## src/hw/mem_stage_pkg.sv

```systemverilog
/*
 * RV32I memory stage shared definitions.
 * Widths, load/store size codes and the structs that carry
 * the EX/MEM entry, the memory request, the store record and WB result.
 */
package mem_stage_pkg;

    // ============================================================
    // Widths
    // ============================================================
    localparam int XLEN      = 32;              // Data and address width
    localparam int REG_AW    = 5;               // Register index width
    localparam int NUM_LANES = 4;               // Byte lanes per word

    // ============================================================
    // funct3 codes
    // ============================================================
    localparam logic [2:0] F3_LB  = 3'b000;     // Byte, signed
    localparam logic [2:0] F3_LH  = 3'b001;     // Half, signed
    localparam logic [2:0] F3_LW  = 3'b010;     // Word
    localparam logic [2:0] F3_LBU = 3'b100;     // Byte, unsigned
    localparam logic [2:0] F3_LHU = 3'b101;     // Half, unsigned

    // Access size, low two bits of funct3 for loads and stores
    localparam logic [1:0] SZ_BYTE = 2'b00;
    localparam logic [1:0] SZ_HALF = 2'b01;
    localparam logic [1:0] SZ_WORD = 2'b10;

    // ============================================================
    // Stage structs
    // ============================================================
    typedef struct packed {
        logic              valid;               // Slot holds an instruction
        logic              mem_read;            // Load
        logic              mem_write;           // Store
        logic              reg_write;           // Writes rd
        logic              mem_to_reg;          // Result comes from memory
        logic [2:0]        funct3;              // Size and sign
        logic [REG_AW-1:0] rd;                  // Destination register
        logic [XLEN-1:0]   alu_result;          // Byte address or ALU value
        logic [XLEN-1:0]   rs2_data;            // Store data, unshifted
    } ex_mem_t;

    typedef struct packed {
        logic                 ren;              // Read strobe
        logic                 wen;              // Write strobe
        logic [XLEN-1:0]      addr;             // Word aligned
        logic [XLEN-1:0]      wdata;            // Lane shifted
        logic [NUM_LANES-1:0] mask;             // Byte enables
    } dmem_req_t;

    typedef struct packed {
        logic              valid;
        logic              is_load;             // Valid untrapped load
        logic              is_store;            // Valid untrapped store
        logic              mem_to_reg;
        logic              reg_write;
        logic [REG_AW-1:0] rd;
        logic [2:0]        funct3;
        logic [1:0]        byte_off;            // Byte within the word
        logic [XLEN-1:2]   word_addr;           // Address without byte bits
        logic [XLEN-1:0]   alu_result;
    } mem_word_t;

    typedef struct packed {
        logic                 valid;            // Previous entry was a store
        logic [XLEN-1:2]      word_addr;
        logic [XLEN-1:0]      data;             // Lane shifted
        logic [NUM_LANES-1:0] mask;
    } store_rec_t;

    typedef struct packed {
        logic              valid;
        logic              reg_write;
        logic [REG_AW-1:0] rd;
        logic [XLEN-1:0]   data;                // Load value or ALU result
    } wb_t;

endpackage

```

## src/hw/mem_access.sv

```systemverilog
/*
 * EX/MEM register and memory request generation.
 * Splits the byte address, builds the store lane mask and data,
 * checks alignment and strobes the word memory for good accesses.
 */
`timescale 1ns/10ps

module mem_access
    import mem_stage_pkg::*;
(
    input  logic       i_clk,
    input  logic       i_rst,
    input  ex_mem_t    i_ex,
    input  logic       i_stall,
    output dmem_req_t  o_dmem,
    output mem_word_t  o_cur,                   // Current access
    output store_rec_t o_store,                 // Current store, for the record
    output logic       o_trap_misaligned
);

    // ============================================================
    // EX/MEM register
    // ============================================================
    ex_mem_t ex_q;

    always_ff @(posedge i_clk) begin
        if (i_rst) begin
            ex_q.valid      <= 1'b0;            // Control only
            ex_q.mem_read   <= 1'b0;
            ex_q.mem_write  <= 1'b0;
            ex_q.reg_write  <= 1'b0;
            ex_q.mem_to_reg <= 1'b0;
        end else if (!i_stall) begin
            ex_q <= i_ex;                       // Hold while stalled
        end
    end

    // ============================================================
    // Address split and store format
    // ============================================================
    logic [1:0]           byte_off;
    logic [1:0]           acc_size;
    logic [XLEN-1:2]      word_addr;
    logic [NUM_LANES-1:0] lane_mask;
    logic [XLEN-1:0]      store_data;
    logic                 misaligned;
    logic                 is_access;
    logic                 trap;
    logic                 do_load;
    logic                 do_store;

    assign byte_off  = ex_q.alu_result[1:0];
    assign acc_size  = ex_q.funct3[1:0];        // Same code for loads and stores
    assign word_addr = ex_q.alu_result[XLEN-1:2];

    always_comb begin
        case (acc_size)
            SZ_BYTE: lane_mask = NUM_LANES'(4'b0001) << byte_off;  // One lane
            SZ_HALF: lane_mask = NUM_LANES'(4'b0011) << byte_off;  // Two lanes
            default: lane_mask = '1;                               // Full word
        endcase
    end

    assign store_data = ex_q.rs2_data << {byte_off, 3'b000};       // Into its lanes

    // ============================================================
    // Alignment trap
    // ============================================================
    always_comb begin
        case (acc_size)
            SZ_HALF: misaligned = byte_off[0];          // Odd half
            SZ_WORD: misaligned = (byte_off != 2'b00);  // Word off a 4-byte line
            default: misaligned = 1'b0;                 // Bytes always fit
        endcase
    end

    assign is_access = ex_q.valid && (ex_q.mem_read || ex_q.mem_write);
    assign trap      = is_access && misaligned;
    assign do_load   = ex_q.valid && ex_q.mem_read  && !misaligned;  // No access on trap
    assign do_store  = ex_q.valid && ex_q.mem_write && !misaligned;

    assign o_trap_misaligned = trap;

    // ============================================================
    // Memory request
    // ============================================================
    assign o_dmem.ren   = do_load;
    assign o_dmem.wen   = do_store;
    assign o_dmem.addr  = {word_addr, 2'b00};
    assign o_dmem.wdata = store_data;
    assign o_dmem.mask  = do_store ? lane_mask : '0;  // Quiet unless writing

    // Current access for forwarding and load
    assign o_cur.valid      = ex_q.valid;
    assign o_cur.is_load    = do_load;
    assign o_cur.is_store   = do_store;
    assign o_cur.mem_to_reg = ex_q.mem_to_reg;
    assign o_cur.reg_write  = ex_q.reg_write;
    assign o_cur.rd         = ex_q.rd;
    assign o_cur.funct3     = ex_q.funct3;
    assign o_cur.byte_off   = byte_off;
    assign o_cur.word_addr  = word_addr;
    assign o_cur.alu_result = ex_q.alu_result;

    // Store as the record will see it
    assign o_store.valid     = do_store;
    assign o_store.word_addr = word_addr;
    assign o_store.data      = store_data;
    assign o_store.mask      = lane_mask;

    // ============================================================
    // Checks
    // ============================================================
    a_no_rd_wr: assert property (@(posedge i_clk) disable iff (i_rst)
        !(o_dmem.ren && o_dmem.wen));            // One access per entry

    a_stall_hold: assert property (@(posedge i_clk) disable iff (i_rst)
        i_stall |=> $stable(o_dmem));            // Held entry repeats its request

endmodule

```

## src/hw/store_forward.sv

```systemverilog
/*
 * Store-to-load forwarding.
 * Keeps the store that left EX/MEM last and merges its bytes into
 * the memory word when the next access loads the same word.
 */
`timescale 1ns/10ps

module store_forward
    import mem_stage_pkg::*;
(
    input  logic            i_clk,
    input  logic            i_rst,
    input  logic            i_stall,
    input  mem_word_t       i_cur,              // Current access
    input  store_rec_t      i_store,            // Current store, if any
    input  logic [XLEN-1:0] i_dmem_rdata,       // Raw memory word
    output logic [XLEN-1:0] o_rdata             // Word after forwarding
);

    // ============================================================
    // Last store record
    // ============================================================
    store_rec_t rec_q;

    always_ff @(posedge i_clk) begin
        if (i_rst) begin
            rec_q.valid <= 1'b0;
        end else if (!i_stall) begin
            rec_q <= i_store;                   // Entry leaving EX/MEM
        end
    end

    // ============================================================
    // Merge
    // ============================================================
    logic            hit;
    logic [XLEN-1:0] merged;

    // Write still posted in memory, so the word is stale there
    assign hit = rec_q.valid && i_cur.is_load && (rec_q.word_addr == i_cur.word_addr);

    always_comb begin
        for (int i = 0; i < NUM_LANES; i++) begin
            merged[8*i +: 8] = rec_q.mask[i] ? rec_q.data[8*i +: 8]    // New byte
                                             : i_dmem_rdata[8*i +: 8]; // Old byte
        end
    end

    assign o_rdata = hit ? merged : i_dmem_rdata;

    // ============================================================
    // Checks
    // ============================================================
    // A recorded store always came from a request with lanes set
    a_rec_mask: assert property (@(posedge i_clk) disable iff (i_rst)
        rec_q.valid |-> (rec_q.mask != '0));

endmodule

```

## src/hw/load_align.sv

```systemverilog
/*
 * Load extraction and writeback select.
 * Picks the byte or half lane named by the offset, extends it
 * by funct3 and chooses between load data and the ALU result.
 */
`timescale 1ns/10ps

module load_align
    import mem_stage_pkg::*;
(
    input  mem_word_t       i_cur,              // Current access
    input  logic [XLEN-1:0] i_rdata,            // Memory word, forwarded
    output wb_t             o_wb
);

    // ============================================================
    // Lane select
    // ============================================================
    logic [7:0]      byte_lane;
    logic [15:0]     half_lane;
    logic [XLEN-1:0] load_val;

    always_comb begin
        case (i_cur.byte_off)
            2'b00:   byte_lane = i_rdata[7:0];
            2'b01:   byte_lane = i_rdata[15:8];
            2'b10:   byte_lane = i_rdata[23:16];
            default: byte_lane = i_rdata[31:24];
        endcase
    end

    // Aligned halves only, odd offsets trap upstream
    assign half_lane = i_cur.byte_off[1] ? i_rdata[31:16] : i_rdata[15:0];

    // ============================================================
    // Extension
    // ============================================================
    always_comb begin
        case (i_cur.funct3)
            F3_LB: begin
                load_val = {{(XLEN-8){byte_lane[7]}}, byte_lane};      // Sign
            end
            F3_LH: begin
                load_val = {{(XLEN-16){half_lane[15]}}, half_lane};    // Sign
            end
            F3_LW: begin
                load_val = i_rdata;                                    // Whole word
            end
            F3_LBU: begin
                load_val = {{(XLEN-8){1'b0}}, byte_lane};              // Zero
            end
            F3_LHU: begin
                load_val = {{(XLEN-16){1'b0}}, half_lane};             // Zero
            end
            default: begin
                load_val = i_rdata;             // Not a load code
            end
        endcase
    end

    // ============================================================
    // Writeback
    // ============================================================
    assign o_wb.valid     = i_cur.valid;
    assign o_wb.reg_write = i_cur.reg_write;
    assign o_wb.rd        = i_cur.rd;
    assign o_wb.data      = i_cur.mem_to_reg ? load_val : i_cur.alu_result;

endmodule

```

## src/hw/mem_stage_top.sv

```systemverilog
/*
 * RV32I memory-access stage.
 * Registers the EX entry, drives a plain word memory port,
 * forwards the last store into a following load and builds the WB result.
 */
`timescale 1ns/10ps

module mem_stage_top
    import mem_stage_pkg::*;
(
    // ============================================================
    // Clock and reset
    // ============================================================
    input  logic            i_clk,
    input  logic            i_rst,              // Sync, active high

    // ============================================================
    // From EX
    // ============================================================
    input  ex_mem_t         i_ex,               // Entry captured at the edge
    input  logic            i_stall,            // Hold the stage

    // ============================================================
    // Data memory port
    // ============================================================
    output dmem_req_t       o_dmem,             // Request, valid this cycle
    input  logic [XLEN-1:0] i_dmem_rdata,       // Comb. read data for o_dmem.addr

    // ============================================================
    // To WB
    // ============================================================
    output wb_t             o_wb,
    output logic            o_trap_misaligned   // Misaligned load/store
);

    mem_word_t       cur;                       // Entry now in EX/MEM
    store_rec_t      cur_store;                 // Its store bytes, if any
    logic [XLEN-1:0] fwd_rdata;                 // Memory word after forwarding

    // Register, address split, store format, trap
    mem_access u_mem_access (
        .i_clk             (i_clk),
        .i_rst             (i_rst),
        .i_ex              (i_ex),
        .i_stall           (i_stall),
        .o_dmem            (o_dmem),
        .o_cur             (cur),
        .o_store           (cur_store),
        .o_trap_misaligned (o_trap_misaligned)
    );

    // Posted write cover for a load right after a store
    store_forward u_store_forward (
        .i_clk        (i_clk),
        .i_rst        (i_rst),
        .i_stall      (i_stall),
        .i_cur        (cur),
        .i_store      (cur_store),
        .i_dmem_rdata (i_dmem_rdata),
        .o_rdata      (fwd_rdata)
    );

    // Lane pick, extension, result mux
    load_align u_load_align (
        .i_cur   (cur),
        .i_rdata (fwd_rdata),
        .o_wb    (o_wb)
    );

endmodule

```

## config.mk

```make
export PLATFORM = sky130hd
export DESIGN_NAME = mem_stage_top
export DESIGN_NICKNAME = d
export VERILOG_FILES = /design/src/hw/mem_stage_pkg.sv /design/src/hw/mem_access.sv /design/src/hw/store_forward.sv /design/src/hw/load_align.sv /design/src/hw/mem_stage_top.sv
export SDC_FILE = /design/constraint.sdc
export NUM_CORES = 1
export LEC_CHECK = 0
export BUFFER_PORTS_ARGS = -buffer_cell sky130_fd_sc_hd__buf_2
export CAP_MARGIN = 20
export CORE_MARGIN = 1
export CORE_UTILIZATION = 59
export CTS_BUF_LIST = sky130_fd_sc_hd__clkbuf_4
export CTS_CLUSTER_SIZE = 12
export DETAILED_ROUTE_END_ITERATION = 16
export GPL_TIMING_DRIVEN = 0
export PLACE_DENSITY = 0.88
export SLEW_MARGIN = 20
export SYNTH_ARGS = -nofsm -noshare
export SYNTH_HDL_FRONTEND = slang
export SYNTH_HIERARCHICAL = 1
export SYNTH_SLANG_ARGS = --single-unit
```

## constraint.sdc

```tcl
create_clock -name i_clk -period 9.25 [get_ports i_clk]
set_input_delay 0 -clock i_clk [delete_from_list [all_inputs] [get_ports i_clk]]
set_output_delay 0 -clock i_clk [all_outputs]
set_load 0.01 [all_outputs]
```

==> results of run 1 <==
-- per-layer routing --
layer	vias to the layer above	global-route usage [%]	wire, microns	part of all wire (%)
met2	358	58.4	12000	51
met5	-	0	0	0
met3	72	9.67	1970	8.3
li1	2986	-	-	-
met1	3096	38.4	8800	37
met4	0	15.4	889	3.8
-- critical path, delay by kind of cell (launching register included) --
family	cells	cell delay (ns)
buffers and inverters	3	0.43
AO/OA/AOI/OAI	4	1.17
adder cells (fa/ha/maj)	1	0.27
flip-flops	1	0.45
multiplexers	2	0.62
AND/OR/NAND/NOR	5	1.56
-- power by group --
part           leakage (nW)  switching [mW]  internal, mW
Combinational          3.30           0.170         0.191
Sequential             1.36          0.0245         0.756
Clock                 0.164           0.243         0.195
-- layout make-up --
type / count / area (sq um) / share of cell area, %
clock inverters: 12 / 160 / 1.46
plain buffers: 206 / 1520 / 13.9
repair buffers: 313 / 2080 / 19.0
flip-flops and latches: 144 / 4260 / 38.9
well taps: 180 / 225 / 2.06
clock buffers: 19 / 143 / 1.30
multi-input cells: 340 / 2530 / 23.1
diodes: 2 / 5.00 / 0.0457
inverters: 6 / 22.5 / 0.206
-- sequential cells by signal (all words and copies together), names as in the netlist --
name	cells
u_mem_access/ex_q	34
u_store_forward/rec_q	67
u_mem_access/o_cur	43
-- path summary, 6_finish.rpt --
check / cells past startpoint / slack, ns / from / endpoint
min reg2reg: 1 / 0.62 / u_mem_access/o_cur[19] / u_store_forward/rec_q[53]
min: 2 / 0.09 / i_ex[57] / u_mem_access/o_cur[25]
max reg2reg: 8 / 7.01 / u_mem_access/o_cur[65] / u_store_forward/rec_q[66]
max: 15 / 4.16 / u_mem_access/o_cur[65] / o_wb[15]
-- through the flow --
step           total power [mW]  setup slack, ns
2_1_floorplan             0.999             5.55
4_1_cts                    1.57             4.33
5_1_grt                    1.64             3.98
3_3_place_gp               1.10             4.29
3_5_place_dp               1.11             4.99
6_report                   1.58             4.16
==> results_dict.tcl, run 1 <==
set metrics [dict create \
    grt_pass1_vias 6685 \
    max_freq_mhz 197 \
    die_x_microns 121 \
    via_per_inst 5.33 \
    nNetsFinal 1144 \
    tns_ns 0 \
    syn_area_per_cell_sq_um 12.0 \
    tritoncts.num_buffers 17 \
    drc 0 \
    path_class "register to output port" \
    finalSetupViolCount 0 \
    startpoint_type "register" \
    cp.arrival_ns 5.09 \
    path_max_fanout 8 \
    dp.cells 1099 \
    place_area_sq_um 9740 \
    status "finished, final reports clean" \
    grt_pass1_wl_microns 36000 \
    postCtsSetupBuffers 0 \
    maxCapViolCount 0 \
    fin_crit_sh_pct 55.0 \
    rsz0062_at_grt "no" \
    die_y_microns 121 \
    holdBufCountCts 90 \
    cts-root-buf "clkbuf_4" \
    rows 43 \
    worst_clock_skew_ns 0.0306 \
    yosys_warnings 6 \
    start_util_pct 60.1 \
    final_cells 1222 \
    maxSlewViolCount 0 \
    cts_max_path_buffers 2 \
    wl_microns 23700 \
    vias 6512 \
    die_area_sq_um 14600 \
    drive_gt1_share_pct 49.6 \
    routedWlPerCell_microns 19.4 \
    ir_drop_v 0.000169 \
    cts_tree "done" \
    gr-total-overflow 0 \
    drt-pass1-iter-count 6 \
    layout_commonest_cell "buf_2" \
    grtUsageTotal_pct 33.7 \
    fin_area_sq_um 10900 \
    ctsHtreeMaxLevel 4 \
    p_per_area_nw_per_um2 144 \
    hold_viol_final 0 \
    slew_headroom_pct 41.9 \
    place.gp.congestion 0.909 \
    hold_slack_ns 0.0899 \
    layout_common_cells "229 x buf_2, 181 x buf_4, 138 x edfxtp_1" \
    hpwlAfterDp_microns 15800 \
    synth_area_sq_um 8310 \
    utilization_pct 79.2 \
    drt_iter0_drc 394 \
    drtAntennaViolNets 0 \
    design.core.area_sq_um 13800 \
    hold_path_class "input pin to register" \
    clk_latency_ns 0.60 \
    cts_sinks 144 \
    area_growth_pct 31.7 \
    slowest_stage "nor4_2" \
    boundaryPins 222 \
    io_buffers 219 \
    p_leak_nw 4.83 \
    end_kind "output port" \
    cp_cell_sequence "inv_1, ha_1, o211ai_2, and2_1, and3_1, buf_4, nand3_1, nor4_2, nand4_2, mux2_2, mux2i_1, a2bb2oi_2, a311oi_2, a21oi_1, buf_2" \
    clk_pin_slew_worst_paths_ns 0.15 \
    worstMarginPinSlew_ns 0.864 \
    cts-resized-gates 0 \
    period_needed_ns 5.09 \
    antenna_found_initial 2 \
    slowest_delay_ns 0.61 \
    critPathRequiredTime_ns 9.25 \
    grt_max_degree 31 \
    synthesis.instances 695 \
    fillers 843 \
]
Power figures use the tool's default switching activity.
==> run 2: changes to the inputs <==
- CORE_UTILIZATION: 59 -> 50
- PLACE_DENSITY: 0.88 -> 0.79
- clock period: 9.25 -> 4.2 ns (I/O delays scaled with it)
==> results_dict.tcl, run 2 (synthesis gave the netlist of run 1 again) <==
set metrics [dict create \
    grt_pass1_vias 6348 \
    cp.arrival_ns 4.12 \
    tritoncts.num_buffers 17 \
    p_per_area_nw_per_um2 303 \
    boundaryPins 222 \
    area_growth_pct 36.3 \
    start_util_pct 51.8 \
    place.gp.congestion 0.909 \
    nNetsFinal 1166 \
    grt-busiest-layer "met2" \
    rows 46 \
    grt_use_met1_pct 31.4 \
    timing.rr.start "u_mem_access/o_cur[65]" \
    cts_sinks 144 \
    routedWlPerCell_microns 18.1 \
    antenna_found_initial 5 \
    hold_path_class "input pin to register" \
    layout_common_cells "229 x buf_2, 201 x buf_4, 138 x edfxtp_1" \
    path_max_fanout 5 \
    grtUsageTotal_pct 27.2 \
    ctsHtreeMaxLevel 4 \
    use_met2_pct 46.5 \
    ir_drop_v 0.000196 \
    maxSlewViolCount 0 \
    p_leak_nw 4.93 \
    startpoint_type "register" \
    min-delay-start "i_ex[24]" \
    fin_crit_sh_pct 98.2 \
    status "finished, final reports clean" \
    top_register "u_store_forward/rec_q" \
    clk_latency_ns 0.57 \
    design.core.area_sq_um 16100 \
    largest_reg_flops 67 \
    io_buffers 219 \
    hpwlAfterDp_microns 15600 \
    drive_gt1_share_pct 51.7 \
    grt.met3_usage_pct 7.61 \
    layout_commonest_cell "buf_2" \
    critPathRequiredTime_ns 4.20 \
    die_y_microns 131 \
    wl_microns 23200 \
    fillers 1110 \
    slew_headroom_pct 31.5 \
    dp.cells 1135 \
    cts_tree "done" \
    drc 0 \
    path_class "register to output port" \
    cts-root-buf "clkbuf_4" \
    die_area_sq_um 17100 \
    finalSetupViolCount 0 \
    gr-total-overflow 0 \
    grt_pass1_wl_microns 33800 \
    die_x_microns 131 \
    drt_iter0_drc 410 \
    period_needed_ns 4.12 \
    crit_start "u_mem_access/o_cur[65]" \
    hold_viol_final 0 \
    via_per_inst 5.03 \
    drt-pass1-iter-count 4 \
    drtAntennaViolNets 0 \
    maxCapViolCount 0 \
    clk_pin_slew_worst_paths_ns 0.12 \
    final_cells 1281 \
    max_freq_mhz 243 \
    end_kind "output port" \
    worst_clock_skew_ns 0.00897 \
    grt_max_degree 30 \
    vias 6445 \
    cts_max_path_buffers 2 \
    worstMarginPinSlew_ns 1.02 \
    utilization_pct 70.5 \
]
## run 2: cell types whose count changed in the layout (fill, tap and decap cells not counted), moves of 4 or more
cell      change
nand4_4       +4
a221oi_1      -4
nand4_2       -4
a221oi_2      +4
mux2_2        -4
buf_4        +20
mux2_4        +4
## run 2: power by group
group,total (mW),switching (mW),internal [mW],leakage [nW]
Combinational,0.818,0.380,0.438,3.42
Sequential,1.72,0.0534,1.66,1.36
Clock,0.894,0.488,0.406,0.152
Total,3.43,0.921,2.51,4.93
## run 2: area by class of cell
class | instances | area, sq um | area share [%]
Timing Repair Buffer | 336 | 2280 | 20.1
Buffer | 205 | 1510 | 13.3
Clock inverter | 13 | 146 | 1.29
Multi-Input combinational cell | 340 | 2690 | 23.8
Clock buffer | 18 | 135 | 1.19
Sequential cell | 144 | 4260 | 37.6
Antenna cell | 3 | 7.51 | 0.0663
Inverter | 6 | 22.5 | 0.199
Tap cell | 216 | 270 | 2.39
## run 2: critical path, cell delays in order, from the launching register on
cell and delay, ns:
edfxtp_1 0.49, inv_2 0.17, ha_4 0.24, o211ai_2 0.08, and2_4 0.18, and3_4 0.22, nand3_4 0.08, nor4_4 0.26
buf_6 0.19, nand4_4 0.09, mux2_4 0.36, mux2_4 0.28, a31oi_1 0.14, a21boi_4 0.31, clkbuf_16 0.20, a221oi_2 0.06
buf_2 0.18
## run 2: worst paths after layout
path                                     to  slack (ns)  depth (start not counted)
setup / recovery                   o_wb[29]        0.08                         16
hold / removal        u_mem_access/ex_q[24]        0.13                          2
setup reg to reg  u_store_forward/rec_q[66]        1.88                          9
hold reg to reg   u_store_forward/rec_q[55]        0.63                          1
## run 2: metal layers
| metal | vias to the layer above | share of wire, % |
|---|---|---|
| met5 | - | 0.060 |
| met2 | 332 | 50 |
| li1 | 3025 | - |
| met4 | 2 | 3.3 |
| met3 | 52 | 7.7 |
| met1 | 3034 | 39 |
## run 2: what timing repair did
item,in CTS,in global routing
gates resized for setup,11,17
hold buffers,90,0
endpoints found under the hold margin,110,0
cloned,0,1
pin swaps,6,10
buffers inserted,12,10
setup endpoints to repair,32,32
## run 2: per-stage QoR
step           cell area (sq um)  power [mW]  TNS, ns  hold slack (ns)  setup slack [ns]
4_1_cts                    11100        3.40        0           0.0897           0.00216
3_3_place_gp                9680        2.43   -77.57            0.177            -0.786
5_1_grt                    11300        3.57   -0.201           0.0914           -0.0317
2_1_floorplan               8320        2.20        0           0.0724             0.504
3_5_place_dp                9780        2.44        0            0.178           0.00489
6_report                   11300        3.43        0            0.128            0.0776
==> run 3: changes to the inputs <==
- BUFFER_PORTS_ARGS: -buffer_cell sky130_fd_sc_hd__buf_2 -> -buffer_cell sky130_fd_sc_hd__buf_4
- RECOVER_POWER: not set -> 100
- SKIP_LAST_GASP: not set -> 1
==> results_dict.tcl, run 3 (synthesis gave the netlist of run 1 again) <==
set metrics [dict create \
    io_buffers 219 \
    place.gp.congestion 0.974 \
    clkPwrFrac_pct 25.6 \
    worst_clock_skew_ns 0.0177 \
    grtUsageTotal_pct 27.7 \
    intPower_mw 2.53 \
    max_freq_mhz 246 \
    maxCapViolCount 3 \
    worstSetupPathDepth 16 \
    via_per_inst 5.04 \
    period_needed_ns 4.07 \
    area_growth_pct 42.1 \
    drtAntennaViolNets 0 \
    cp_cell_sequence "buf_6, ha_4, o211ai_2, and2_4, and3_4, nand3_4, nor4_4, buf_6, nand4_4, mux2_4, mux2_4, a31oi_4, a21boi_4, clkbuf_16, a221oi_2, buf_4" \
    cts-root-buf "clkbuf_4" \
    slowest_stage "edfxtp_1" \
    routedWlPerCell_microns 17.9 \
    reg2reg_depth 8 \
    critPathRequiredTime_ns 4.20 \
    layout_commonest_cell "buf_4" \
    dpl_worst_slack_ns -0.0404 \
    timing.rr.start "u_mem_access/o_cur[65]" \
    hold_path_class "input pin to register" \
    place_area_sq_um 10300 \
    n_antenna_cell 0 \
    hold_path_end "u_mem_access/ex_q[16]" \
    layout_common_cells "290 x buf_4, 145 x clkbuf_4, 138 x edfxtp_1" \
    end_kind "output port" \
    crit_start "u_mem_access/o_cur[65]" \
    worstPathBufferInverterCount 4 \
    cts_max_path_buffers 2 \
    fin_crit_sh_pct 97.0 \
    clk_pin_slew_worst_paths_ns 0.13 \
    switchingPower_uw 956 \
    cts_sinks 144 \
    p_per_area_nw_per_um2 295 \
    cp.arrival_ns 4.07 \
    die_x_microns 131 \
    tritoncts.num_buffers 17 \
    antenna_found_initial 0 \
    path_max_fanout 6 \
    vias 6447 \
    slew_headroom_pct -10.5 \
    worstMarginPinSlew_ns 1.65 \
    final_cells 1280 \
    design.core.area_sq_um 16100 \
    hold_slack_ns 0.152 \
    ir_drop_v 0.000263 \
    rows 46 \
    p_leak_nw 5.04 \
    hpwlAfterDp_microns 16000 \
    die_area_sq_um 17100 \
    pwr-share-seq_pct 49.2 \
    rsz0062_at_grt "yes" \
    tns_ns 0 \
    dp.cells 1135 \
    top_register "u_store_forward/rec_q" \
    finalSetupViolCount 0 \
    maxSlewViolCount 72 \
    grt_pass1_vias 6460 \
    swShare_pct 27.4 \
    hold_viol_final 0 \
    whs_path_depth 2 \
    grt_max_degree 31 \
    reg2reg_to "u_store_forward/rec_q[66]" \
    path_class "register to output port" \
    cp_top_family "simple AND/OR/NAND/NOR gates" \
    violations "max-capacitance violations, max-slew violations" \
    nNetsFinal 1167 \
    drt_iter0_drc 396 \
    drc 0 \
    largest_reg_flops 67 \
    fin_area_sq_um 11800 \
    clk_latency_ns 0.57 \
    gr-total-overflow 0 \
    status "complete, but fails checks" \
    boundaryPins 222 \
    combPwrFrac_pct 25.2 \
    slowest_delay_ns 0.47 \
    setup_slack_ns 0.127 \
    ctsHtreeMaxLevel 4 \
    die_y_microns 131 \
    startpoint_type "register" \
    drive_gt1_share_pct 51.0 \
    wl_microns 22900 \
    grt_pass1_wl_microns 34400 \
    rrSetupSlack_ns 2.00 \
    start_util_pct 51.8 \
    cts_tree "done" \
    min-delay-start "i_ex[16]" \
    drt-pass1-iter-count 6 \
]
## run 3: final cells by class
cell class | count | area (sq um)
fill | 1054 | 4250
clock buffer | 19 | 143
multi-input combinational | 340 | 2650
sequential | 144 | 4260
tap | 216 | 270
inverter | 6 | 22.5
clock inverter | 13 | 140
buffer | 205 | 1510
timing repair buffer | 337 | 2810
## run 3: per-stage QoR
stage / util [%] / power, mW
after floorplan: - / 2.20
after global placement: 63.7 / 2.51
after detailed placement: 64.3 / 2.52
after CTS: 72.8 / 3.50
after global routing: 73.5 / 3.64
final: 73.5 / 3.49
## run 3: routing by layer
layer / wire length, microns / up-vias / part of all wire, % / track usage (%)
met5: 0 / - / 0 / 0
met4: 908 / 0 / 4.0 / 12.6
met3: 2080 / 75 / 9.0 / 8.47
met2: 11200 / 319 / 49 / 46.5
met1: 8780 / 3032 / 38 / 32.5
li1: - / 3021 / - / -
## run 3: what timing repair did
action / 4_1_cts / 5_1_grt
cloned: 0 / 1
endpoints found under the hold margin: 160 / 0
setup buffers: 13 / 10
pin swaps: 6 / 9
gates resized for setup: 11 / 17
hold buffers: 90 / 0
setup endpoints to repair: 32 / 32
## run 3: worst max path at each step
| stage | to | slack [ns] |
|---|---|---|
| detailed placement | o_wb[13] | -0.04 |
| global route | o_wb[25] | -0.05 |
| floorplan | u_mem_access/ex_q[0] | 0.50 |
| CTS | o_wb[31] | 0.01 |
| global placement | u_mem_access/o_cur[28] | -0.85 |
| finish | o_wb[23] | 0.13 |
## run 3: power by group through the flow
stage,Sequential (mW),Clock [mW],Combinational (mW)
after global placement,1.75,0,0.756
after global routing,1.73,0.969,0.941
after CTS,1.71,0.922,0.861
final,1.72,0.894,0.878
after detailed placement,1.75,0,0.777
after floorplan,1.73,0,0.466
